<file path="src/verilog/cp0_pkg.sv">
`default_nettype none

// architectural view of the CP0 block: register numbers, codes, bit fields
package cp0_pkg;

    typedef logic [4:0] exc_code_t;

    // register numbers, sel 0 only
    localparam logic [4:0] REG_COUNT   = 5'd9;
    localparam logic [4:0] REG_COMPARE = 5'd11;
    localparam logic [4:0] REG_STATUS  = 5'd12;
    localparam logic [4:0] REG_CAUSE   = 5'd13;
    localparam logic [4:0] REG_EPC     = 5'd14;  // resume address after a trap

    // ExcCode values latched into cause[6:2]
    localparam exc_code_t EXC_INT = 5'h00;  // interrupt
    localparam exc_code_t EXC_SYS = 5'h08;  // syscall
    localparam exc_code_t EXC_BP  = 5'h09;  // break
    localparam exc_code_t EXC_RI  = 5'h0a;  // reserved instruction
    localparam exc_code_t EXC_OV  = 5'h0c;  // arithmetic overflow

    // status bits
    localparam int ST_IE       = 0;   // global interrupt enable
    localparam int ST_EXL      = 1;   // exception level
    localparam int ST_IM_TIMER = 15;  // timer interrupt mask

    // cause bits
    localparam int CA_TIMER = 15;  // timer interrupt pending

endpackage

`default_nettype wire

</file>
<file path="src/verilog/cp0_bus_pkg.sv">
`default_nettype none

// definitions for the shared CP0 register bus
package cp0_bus_pkg;

    localparam int CP0_DW = 64;  // data width
    localparam int CP0_RW = 5;   // register number width

    // requester index, one bit is enough for two peers
    typedef enum logic {
        REQ_PIPE  = 1'b0,
        REQ_DEBUG = 1'b1
    } req_id_t;

endpackage

`default_nettype wire

</file>
<file path="src/verilog/cp0_bus_if.sv">
`timescale 1ns/1ns
`default_nettype none

// one requester's path onto the CP0 register bus
// req and the fields stay steady until gnt is seen
interface cp0_bus_if
    import cp0_bus_pkg::*;
();

    logic              req;      // level, held until gnt
    logic              we;       // 1 write, 0 read
    logic [CP0_RW-1:0] regnum;
    logic [CP0_DW-1:0] wr_data;
    logic              gnt;      // single cycle pulse
    logic [CP0_DW-1:0] rd_data;  // valid in the gnt cycle

    modport requester (
        output req,
        output we,
        output regnum,
        output wr_data,
        input  gnt,
        input  rd_data
    );

    modport target (
        input  req,
        input  we,
        input  regnum,
        input  wr_data,
        output gnt,
        output rd_data
    );

endinterface

`default_nettype wire

</file>
<file path="src/verilog/cp0_arbiter.sv">
`timescale 1ns/1ns
`default_nettype none

module cp0_arbiter
    import cp0_bus_pkg::*;
(
    input  logic              clock,
    input  logic              rst_n,
    cp0_bus_if.target         pipe,
    cp0_bus_if.target         dbg,
    output logic              bus_strobe,
    output logic              bus_we,
    output logic [CP0_RW-1:0] bus_regnum,
    output logic [CP0_DW-1:0] bus_wr_data,
    input  logic [CP0_DW-1:0] bus_rd_data
);

    req_id_t last_q;  // who won the previous grant
    req_id_t winner;
    logic    any_req;

    // one requester gets through directly, a tie goes to whoever lost last
    always_comb begin
        any_req = pipe.req | dbg.req;
        if (pipe.req && dbg.req) begin
            winner = (last_q == REQ_PIPE) ? REQ_DEBUG : REQ_PIPE;
        end else if (dbg.req) begin
            winner = REQ_DEBUG;
        end else begin
            winner = REQ_PIPE;
        end
    end

    always_ff @(posedge clock) begin
        if (!rst_n) begin
            last_q <= REQ_DEBUG;  // pipeline takes the first tie
        end else if (any_req) begin
            last_q <= winner;
        end
    end

    // merged bus follows the winner
    assign bus_strobe  = any_req;
    assign bus_we      = (winner == REQ_DEBUG) ? dbg.we      : pipe.we;
    assign bus_regnum  = (winner == REQ_DEBUG) ? dbg.regnum  : pipe.regnum;
    assign bus_wr_data = (winner == REQ_DEBUG) ? dbg.wr_data : pipe.wr_data;

    assign pipe.gnt = any_req && (winner == REQ_PIPE);
    assign dbg.gnt  = any_req && (winner == REQ_DEBUG);

    // read data goes back to the granted side only
    assign pipe.rd_data = pipe.gnt ? bus_rd_data : '0;
    assign dbg.rd_data  = dbg.gnt  ? bus_rd_data : '0;

endmodule

`default_nettype wire

</file>
<file path="src/verilog/cp0_exc_encoder.sv">
`timescale 1ns/1ns
`default_nettype none

// exception flags to ExcCode, exception level masking lives in cp0_regs
module cp0_exc_encoder
    import cp0_pkg::*;
(
    input  logic      overflow,
    input  logic      reserved_inst,
    input  logic      syscall,
    input  logic      break_,
    output logic      exc_valid,
    output exc_code_t exc_code
);

    assign exc_valid = overflow | reserved_inst | syscall | break_;

    // fixed priority, overflow first
    always_comb begin
        if (overflow) begin
            exc_code = EXC_OV;
        end else if (reserved_inst) begin
            exc_code = EXC_RI;
        end else if (syscall) begin
            exc_code = EXC_SYS;
        end else if (break_) begin
            exc_code = EXC_BP;
        end else begin
            exc_code = EXC_INT;  // don't care, exc_valid is low
        end
    end

endmodule

`default_nettype wire

</file>
<file path="src/verilog/cp0_timer.sv">
`timescale 1ns/1ns
`default_nettype none

module cp0_timer
    import cp0_pkg::*, cp0_bus_pkg::*;
#(
    parameter int COUNT_DIV = 2  // clocks per count step
) (
    input  logic              clock,
    input  logic              rst_n,
    input  logic              bus_strobe,
    input  logic              bus_we,
    input  logic [CP0_RW-1:0] bus_regnum,
    input  logic [CP0_DW-1:0] bus_wr_data,
    output logic [31:0]       count_q,
    output logic [31:0]       compare_q,
    output logic              timer_pending
);

    localparam int PW = (COUNT_DIV > 1) ? $clog2(COUNT_DIV) : 1;

    logic [PW-1:0] presc_q;
    logic          tick;  // count steps at the end of this cycle
    logic          count_wr;
    logic          compare_wr;

    assign tick       = (presc_q == PW'(COUNT_DIV - 1));
    assign count_wr   = bus_strobe && bus_we && (bus_regnum == REG_COUNT);
    assign compare_wr = bus_strobe && bus_we && (bus_regnum == REG_COMPARE);

    // prescaler runs freely, a count write does not restart it
    always_ff @(posedge clock) begin
        if (!rst_n) begin
            presc_q <= '0;
        end else begin
            presc_q <= tick ? '0 : presc_q + 1'b1;
        end
    end

    always_ff @(posedge clock) begin
        if (!rst_n) begin
            count_q       <= '0;
            compare_q     <= '0;
            timer_pending <= 1'b0;
        end else begin
            if (count_wr) begin
                count_q <= bus_wr_data[31:0];  // write beats the increment
            end else if (tick) begin
                count_q <= count_q + 32'd1;
            end

            if (compare_wr) begin
                compare_q <= bus_wr_data[31:0];
            end

            // latched until software rewrites compare
            if (compare_wr) begin
                timer_pending <= 1'b0;
            end else if (tick && (count_q == compare_q)) begin
                timer_pending <= 1'b1;
            end
        end
    end

endmodule

`default_nettype wire

</file>
<file path="src/verilog/cp0_regs.sv">
`timescale 1ns/1ns
`default_nettype none

module cp0_regs
    import cp0_pkg::*, cp0_bus_pkg::*;
#(
    parameter logic [31:0] STATUS_RESET = 32'h00400004
) (
    input  logic              clock,
    input  logic              rst_n,
    input  logic              bus_strobe,
    input  logic              bus_we,
    input  logic [CP0_RW-1:0] bus_regnum,
    input  logic [CP0_DW-1:0] bus_wr_data,
    output logic [CP0_DW-1:0] bus_rd_data,
    input  logic [31:0]       count_q,
    input  logic [31:0]       compare_q,
    input  logic              timer_pending,
    input  logic              exc_valid,
    input  exc_code_t         exc_code,
    input  logic [63:0]       next_pc,
    input  logic              eret,
    output logic [63:0]       epc,
    output logic              taken
);

    logic [31:0] status_q;
    logic [63:0] epc_q;
    exc_code_t   exc_code_q;  // ExcCode field of cause

    logic        exl;
    logic        timer_irq;
    exc_code_t   trap_code;
    logic        status_wr;
    logic        epc_wr;
    logic [31:0] cause;

    assign status_wr = bus_strobe && bus_we && (bus_regnum == REG_STATUS);
    assign epc_wr    = bus_strobe && bus_we && (bus_regnum == REG_EPC);
    // cause is read only from the bus side

    assign exl       = status_q[ST_EXL];
    assign timer_irq = timer_pending & status_q[ST_IM_TIMER] & status_q[ST_IE];

    // trap decision, the only place where EXL masks anything
    assign taken     = !exl && (exc_valid || timer_irq);
    assign trap_code = exc_valid ? exc_code : EXC_INT;  // exceptions beat the timer

    always_ff @(posedge clock) begin
        if (!rst_n) begin
            status_q         <= STATUS_RESET;
            status_q[ST_EXL] <= 1'b0;  // always leave reset at user level
        end else begin
            if (status_wr) begin
                status_q <= bus_wr_data[31:0];
            end
            // trap, then ERET, then the plain write
            if (taken) begin
                status_q[ST_EXL] <= 1'b1;
            end else if (eret) begin
                status_q[ST_EXL] <= 1'b0;
            end
        end
    end

    always_ff @(posedge clock) begin
        if (!rst_n) begin
            epc_q      <= '0;
            exc_code_q <= EXC_INT;
        end else begin
            if (taken) begin
                epc_q      <= next_pc;  // return point of the trapped flow
                exc_code_q <= trap_code;
            end else if (epc_wr) begin
                epc_q <= bus_wr_data;
            end
        end
    end

    assign epc = epc_q;

    // cause layout: pending at 15, ExcCode at 6:2, rest reads zero
    always_comb begin
        cause           = '0;
        cause[CA_TIMER] = timer_pending;
        cause[6:2]      = exc_code_q;
    end

    always_comb begin
        case (bus_regnum)
            REG_COUNT:   bus_rd_data = {32'b0, count_q};
            REG_COMPARE: bus_rd_data = {32'b0, compare_q};
            REG_STATUS:  bus_rd_data = {32'b0, status_q};
            REG_CAUSE:   bus_rd_data = {32'b0, cause};
            REG_EPC:     bus_rd_data = epc_q;
            default:     bus_rd_data = '0;  // unimplemented register
        endcase
    end

endmodule

`default_nettype wire

</file>
<file path="src/verilog/cp0_top.sv">
`timescale 1ns/1ns
`default_nettype none

module cp0_top
    import cp0_bus_pkg::*;
#(
    parameter logic [31:0] STATUS_RESET = 32'h00400004,
    parameter int          COUNT_DIV    = 2
) (
    input  logic              clock,
    input  logic              rst_n,

    // pipeline mtc0/mfc0 port
    input  logic              pipe_req,
    input  logic              pipe_we,
    input  logic [CP0_RW-1:0] pipe_regnum,
    input  logic [CP0_DW-1:0] pipe_wr_data,
    output logic              pipe_gnt,
    output logic [CP0_DW-1:0] pipe_rd_data,

    // debug port
    input  logic              dbg_req,
    input  logic              dbg_we,
    input  logic [CP0_RW-1:0] dbg_regnum,
    input  logic [CP0_DW-1:0] dbg_wr_data,
    output logic              dbg_gnt,
    output logic [CP0_DW-1:0] dbg_rd_data,

    input  logic [63:0]       next_pc,
    input  logic              eret,
    input  logic              overflow,
    input  logic              reserved_inst,
    input  logic              syscall,
    input  logic              break_,
    output logic [63:0]       epc,
    output logic              taken
);

    cp0_bus_if pipe_bus ();
    cp0_bus_if dbg_bus ();

    // merged register bus behind the arbiter
    logic              bus_strobe;
    logic              bus_we;
    logic [CP0_RW-1:0] bus_regnum;
    logic [CP0_DW-1:0] bus_wr_data;
    logic [CP0_DW-1:0] bus_rd_data;

    logic              exc_valid;
    logic [4:0]        exc_code;  // ExcCode width
    logic [31:0]       count_q;
    logic [31:0]       compare_q;
    logic              timer_pending;

    assign pipe_bus.req     = pipe_req;
    assign pipe_bus.we      = pipe_we;
    assign pipe_bus.regnum  = pipe_regnum;
    assign pipe_bus.wr_data = pipe_wr_data;
    assign pipe_gnt         = pipe_bus.gnt;
    assign pipe_rd_data     = pipe_bus.rd_data;

    assign dbg_bus.req     = dbg_req;
    assign dbg_bus.we      = dbg_we;
    assign dbg_bus.regnum  = dbg_regnum;
    assign dbg_bus.wr_data = dbg_wr_data;
    assign dbg_gnt         = dbg_bus.gnt;
    assign dbg_rd_data     = dbg_bus.rd_data;

    cp0_arbiter u_arbiter (
        .clock       (clock),
        .rst_n       (rst_n),
        .pipe        (pipe_bus.target),
        .dbg         (dbg_bus.target),
        .bus_strobe  (bus_strobe),
        .bus_we      (bus_we),
        .bus_regnum  (bus_regnum),
        .bus_wr_data (bus_wr_data),
        .bus_rd_data (bus_rd_data)
    );

    cp0_exc_encoder u_exc_encoder (
        .overflow      (overflow),
        .reserved_inst (reserved_inst),
        .syscall       (syscall),
        .break_        (break_),
        .exc_valid     (exc_valid),
        .exc_code      (exc_code)
    );

    cp0_timer #(
        .COUNT_DIV (COUNT_DIV)
    ) u_timer (
        .clock         (clock),
        .rst_n         (rst_n),
        .bus_strobe    (bus_strobe),
        .bus_we        (bus_we),
        .bus_regnum    (bus_regnum),
        .bus_wr_data   (bus_wr_data),
        .count_q       (count_q),
        .compare_q     (compare_q),
        .timer_pending (timer_pending)
    );

    cp0_regs #(
        .STATUS_RESET (STATUS_RESET)
    ) u_regs (
        .clock         (clock),
        .rst_n         (rst_n),
        .bus_strobe    (bus_strobe),
        .bus_we        (bus_we),
        .bus_regnum    (bus_regnum),
        .bus_wr_data   (bus_wr_data),
        .bus_rd_data   (bus_rd_data),
        .count_q       (count_q),
        .compare_q     (compare_q),
        .timer_pending (timer_pending),
        .exc_valid     (exc_valid),
        .exc_code      (exc_code),
        .next_pc       (next_pc),
        .eret          (eret),
        .epc           (epc),
        .taken         (taken)
    );

endmodule

`default_nettype wire

</file>
<file path="config.mk">
export PLATFORM = sky130hd
export DESIGN_NAME = cp0_top
export DESIGN_NICKNAME = d
export VERILOG_FILES = /design/src/verilog/cp0_pkg.sv /design/src/verilog/cp0_bus_pkg.sv /design/src/verilog/cp0_bus_if.sv /design/src/verilog/cp0_arbiter.sv /design/src/verilog/cp0_exc_encoder.sv /design/src/verilog/cp0_timer.sv /design/src/verilog/cp0_regs.sv /design/src/verilog/cp0_top.sv
export SDC_FILE = /design/constraint.sdc
export NUM_CORES = 1
export LEC_CHECK = 0
export BUFFER_PORTS_ARGS = -buffer_cell sky130_fd_sc_hd__buf_4
export CAP_MARGIN = 10
export CORE_MARGIN = 2
export CORE_UTILIZATION = 30
export CTS_CLUSTER_DIAMETER = 100
export DETAILED_ROUTE_END_ITERATION = 6
export PLACE_DENSITY = 0.53
export SYNTH_ARGS = -nofsm -noshare
export SYNTH_HDL_FRONTEND = slang
export SYNTH_SLANG_ARGS = --single-unit
</file>
<file path="constraint.sdc">
create_clock -name clock -period 5.1 [get_ports clock]
set_input_delay 0.51 -clock clock [delete_from_list [all_inputs] [get_ports clock]]
set_output_delay 0.51 -clock clock [all_outputs]
set_load 0.01 [all_outputs]
</file>
== Word-level counts from Yosys, hierarchy flattened ==
Index checks and enable logic that the tools add are counted.

* $add $sub $neg: 2
* Eq/ne operators: 6
* Muxes and demuxes: 21
* Bitwise operators: 8
* Reduce and logical (&&, ||, !) cells: 17

{| class="wikitable"
|+ Operator list
! kind !! count
|-
| $mux 64 || 5
|-
| $pmux 64 s5 || 1
|-
| $mux 32 || 2
|-
| $add 32x1->32 const B || 1
|-
| $eq 32x32->1 || 1
|-
| $eq 5x4->1 const B || 5
|-
| $mux 5 || 5
|-
| $logic_and 1x1->1 || 10
|-
| $mux 1 || 6
|-
| $mux 4 || 1
|-
| $or 1x1->1 || 4
|-
| $reduce_bool 2->1 || 2
|-
| $reduce_or 2->1 || 2
|-
| $reduce_bool 3->1 || 1
|-
| $and 1x1->1 || 2
|-
| $mux 2 || 1
|-
| $not 1->1 || 2
|-
| $add 1x1->1 const B || 1
|-
| $logic_not 1->1 || 1
|-
| $logic_or 1x1->1 || 1
|}

* Bits in registers: 168
* Word-level logic and storage cells: 63

== Longest topological paths before layout ==
* Word-level depth: 8
* Gate-level depth with buffers: 10
* Mapped depth without buffers: 7

== By module ==
From an unflattened synthesis, not the netlist that was laid out.

* Cell total of the unflattened synthesis: 1370
* Area, all modules: 11111.9 um2

{| class="wikitable"
|+ By module, submodules not included
! module !! instances !! cells each !! area each (um2)
|-
| cp0_regs || 1 || 720 || 5925.7
|-
| cp0_timer || 1 || 408 || 3296.9
|-
| cp0_arbiter || 1 || 235 || 1840.5
|-
| cp0_exc_encoder || 1 || 7 || 48.8
|}

== Worst setup path after synthesis ==
OpenSTA, ideal clock, no wires.

* Kind: input -> output
* Start point: in dbg_req
* End point: out dbg_rd_data[10]
* Arrival time: 2.037 ns
* Required time: 4.590 ns
* Slack: 2.553 ns
* Cell stages on the path: 8
* Path through: a21bo_1 -> buf_6 -> mux2i_1 -> buf_2 -> buf_2 -> mux2i_1 -> o22ai_1 -> and2_1

* Cells in the longest elaborated chain, start to end: 6

{| class="wikitable"
|+ Ends and longest elaborated chain
! what !! RTL line !! text
|-
| start: declaration || cp0_top.sv:22 || <nowiki>input logic dbg_req,</nowiki>
|-
| $mux 1 or $logic_and 1x1->1 (tied branches) || cp0_arbiter.sv:27, cp0_arbiter.sv:25 ||
|-
| $mux 1 || cp0_arbiter.sv:25 || <nowiki>if (pipe.req && dbg.req) begin</nowiki>
|-
| $mux 5 || cp0_arbiter.sv:45 || <nowiki>assign bus_regnum = (winner == REQ_DEBUG) ? dbg.regnum : pipe.regnum;</nowiki>
|-
| $eq 5x4->1 || cp0_regs.sv:90 || <nowiki>case (bus_regnum)</nowiki>
|-
| $pmux 64 s5 || cp0_regs.sv:90 ||
|-
| $mux 64 (*) || cp0_arbiter.sv:53 || <nowiki>assign dbg.rd_data = dbg.gnt ? bus_rd_data : '0;</nowiki>
|-
| end: declaration || cp0_top.sv:27 || <nowiki>output logic [CP0_DW-1:0] dbg_rd_data,</nowiki>
|}

Every way passes the cells marked *; elsewhere a longest branch is shown, timed or not.

== Worst setup path in the final report ==
* Start point: reg u_arbiter.last_q
* End point: out dbg_rd_data[26]

* Cells in the longest elaborated chain, start to end: 6

{| class="wikitable"
|+ Ends and longest elaborated chain
! what !! RTL line !! text
|-
| start: declaration || cp0_arbiter.sv:18 || <nowiki>req_id_t last_q;</nowiki>
|-
| start signal: assignment || cp0_arbiter.sv:38 || <nowiki>last_q <= winner;</nowiki>
|-
| $mux 1 (*) || cp0_arbiter.sv:26 || <nowiki>winner = (last_q == REQ_PIPE) ? REQ_DEBUG : REQ_PIPE;</nowiki>
|-
| $mux 1 (*) || cp0_arbiter.sv:25 ||
|-
| $mux 5 || cp0_arbiter.sv:45 ||
|-
| $eq 5x4->1 || cp0_regs.sv:90 ||
|-
| $pmux 64 s5 || cp0_regs.sv:90 ||
|-
| $mux 64 (*) || cp0_arbiter.sv:53 ||
|}

Marked as above.

==> flow_summary_export.csv <==
group,metric,value,unit
status,status,"complete, no violations",
synth,syn_nets,1468,
drt,num_vias,10100,
setup_path,critPathArrivalTime,3270,ps
synth,ys.flop_type,"dfxtp_1",
global_route,grt-ovfl-total,0,
drt,antenna_left,0,
sta,tightest_slew,1180,ps
floorplan,fp.coreArea,32500,um2
layout,drive_above_1_share,29.6,%
hold_path,min-delay-start,"next_pc[58]",
power,p_leak,0.00606,uW
sta,grt_setup_unrepaired,"false",
synth,synthMuxAreaShare,12.6,%
sta,min_period,3780,ps
place,place.gp.congestion,0.857,
synth,synthCells,1254,
synth,ys_types,49,
drt,drt_first_iter_violations,624,
drt,drc,0,
synth,synth_top_family_by_area,"simple AND/OR/NAND/NOR gates",
synth,postSynth.asyncResetShare,0,%
cts,clockRootBuffer,"clkbuf_16",
cts,clk_path_buf_depth,2,
sta,finalMaxSlewViolations,0,
synth,syn_area_per_cell,7.88,um2
power,seq_power_share,41.8,%
floorplan,fp.dieH,185,um
power,pwr-share-comb,18.1,%
setup_path,crit_path_top_delay_cell,"mux2i_4",
sta,finalSetupTns,0,ps
power,power_density,249,nW/um2
layout,area_growth,40.4,%
setup_path,reg2reg_from,"u_arbiter.last_q",
synth,synth.top_cell.area_share,33.8,%
synth,synth-seq-cells,167,
power,p_int,2380,uW
layout,layout_commonest_cell,"buf_4",
place,port_buffers,407,
drt,wire_per_inst,20.1,um
floorplan,dieArea,34400,um2
floorplan,die_x,185,um
sta,timing.fmax,265,MHz
synth,synth_compound_area_share,14.2,%
synth,synth_edf_count,0,
job,cap_violations,0,
setup_path,start_kind,"register",
synth,syn_area,9880,um2
setup_path,crit_path_start,"u_arbiter.last_q",
setup_path,reg2reg_depth,7,
layout,nNetsFinal,1807,
floorplan,start_util,30.4,%
drt,drt-total-wl,41.3,mm
synth,yosysWarningCount,0,
cts,cts_tree,"done",
sta,setup_viol,0,
layout,final_cell_mix,"422 x buf_4, 210 x nand2_1, 167 x dfxtp_1, 123 x nor2_1, 122 x and2_1",
setup_path,slowest_delay,1010,ps
setup_path,crit_type,"reg -> out",
power,clkPwrFrac,40.1,%
cts,cts_sinks,167,
setup_path,end_kind,"output port",
cts,ctsResizeCount,0,
setup_path,cp_cell_sequence,"a21bo_4 -> inv_4 -> mux2i_4 -> o22ai_1 -> and2_1 -> buf_4",
power,p_total,3450,uW
synth,synth_xor_area_share,5.32,%
power,p_switching,1070,uW
floorplan,boundaryPins,408,
floorplan,rows,66,
global_route,grt_pass1_vias,9596,
synth,synth_top_cell_by_area,"dfxtp_1",
global_route,grt_start_max_net_pins,83,
setup_path,r2r-end,"u_regs.status_q[1]",
setup_path,required,4590,ps
layout,fillCellCount,3354,
global_route,grtUsageTotal,23.3,%
cts,clkTransAtPathRegs,90,ps
hold_path,hold_class,"in -> reg",
cts,cts_setup_buffers,0,
cts,clock_latency,440,ps
cts,htreeDepth,4,
cts,postCtsHoldBufs,0,
sta,finalClockSkew,19.7,ps
sta,slew_headroom,21.0,%
synth,synthAdderAreaFrac,0.127,%
cts,numCtsBuffers,17,
power,swShare,31.1,%
global_route,antenna_found_initial,4,
drt,first_pass_iters,5,
place,hpwlAfterDp,30.9,mm
hold_path,hold_depth,3,
sta,hold_viol_final,0,
setup_path,reg2reg_setup_slack,1850,ps
power,peakVddDrop,0.233,mV
synth,synthSimpleGateAreaFrac,28.6,%
drt,routed_via_density,4.94,
sta,fin_crit_sh,74.1,%
setup_path,crit_fanout,42,
global_route,grt_first_pass_wirelength,60.3,mm
hold_path,whs_endpoint,"u_regs.epc[58]",
synth,ys_top_cells_by_area,"dfxtp_1 34%, mux2i_1 12%, nand2_1 8.0%, and2_1 7.8%, xnor2_1 4.9%",
synth,yosysSeqAreaShare,33.8,%
[final cells by class]
class	count	area, um2	area share [%]
multi-input combinational	973	6100	43.9
sequential	167	3340	24.1
timing repair buffer	424	3210	23.1
tap	442	553	3.99
clock buffer	17	425	3.07
clock inverter	15	203	1.46
inverter	10	40.0	0.289
antenna	3	7.51	0.0541
[power by group through the flow]
stage          combinational, uW  sequential (uW)  clock, uW
3_5_place_dp                 632             1470          0
2_1_floorplan                287             1460          0
5_1_grt                      683             1450       1460
6_report                     625             1440       1390
3_3_place_gp                 627             1470          0
4_1_cts                      633             1440       1410
[logic make-up (layout without fill, tap and decap cells)]
kind of cell    Yosys count  in the layout
mux                     124            124
flops                   167            167
xor+xnor                 60             60
buf+inv                 114            466
other cells               0              3
compound gates          206            206
fa+ha+maj                 1              1
simple gates            582            582
[cell usage after synthesis (12+ instances only)]
| master | number |
|---|---|
| nand2_1 | 210 |
| and2_1 | 123 |
| xnor2_1 | 55 |
| nor2_1 | 126 |
| a211oi_1 | 42 |
| nand4_1 | 12 |
| a32o_1 | 15 |
| buf_2 | 27 |
| nand3_1 | 12 |
| clkbuf_1 | 62 |
| o22ai_1 | 27 |
| o31ai_1 | 32 |
| a21oi_1 | 20 |
| and3_1 | 39 |
| o21ai_0 | 51 |
| dfxtp_1 | 167 |
| nand2b_1 | 17 |
| mux2i_1 | 123 |
[registers in the layout, summed over array words and instances, names as in the netlist]
register and flops:
u_regs.epc 64, u_regs.exc_code_q 4, u_regs.status_q 32, u_timer.timer_pending 1, u_timer.count_q 32, u_timer.presc_q 1
u_arbiter.last_q 1, u_timer.compare_q 32
[worst max-delay path by stage]
stage,to,slack [ps]
floorplan,dbg_rd_data[10],2550
global route,dbg_rd_data[27],1130
CTS,dbg_rd_data[16],1300
finish,dbg_rd_data[26],1320
global placement,pipe_rd_data[63],1520
detailed placement,dbg_rd_data[16],1460
[metrics by stage]
step	cells	hold WS, ps	utilization (%)	cell area (um2)	setup slack [ps]
final	2051	257	42.8	13900	1320
after global routing	2051	250	42.8	13900	1130
after CTS	2048	247	42.7	13900	1300
after detailed placement	2016	466	40.8	13200	1460
after global placement	2016	460	40.8	13200	1520
after floorplan	1254	441	-	9880	2550
[critical path: cells and delay by family (launching register included)]
family          cells  cell delay, ps
compound gates      2             660
simple gates        1             260
flops               1             340
mux                 1            1010
buf+inv             2             530
[routing by layer]
metal	global-route usage, %	vias to the layer above	routed length, um
met4	7.49	2	1030
met2	40.2	321	20200
met5	0	-	11
met1	28.7	4730	17500
met3	5.34	61	2600
li1	-	5013	-
(Power assumes the default switching activity.)
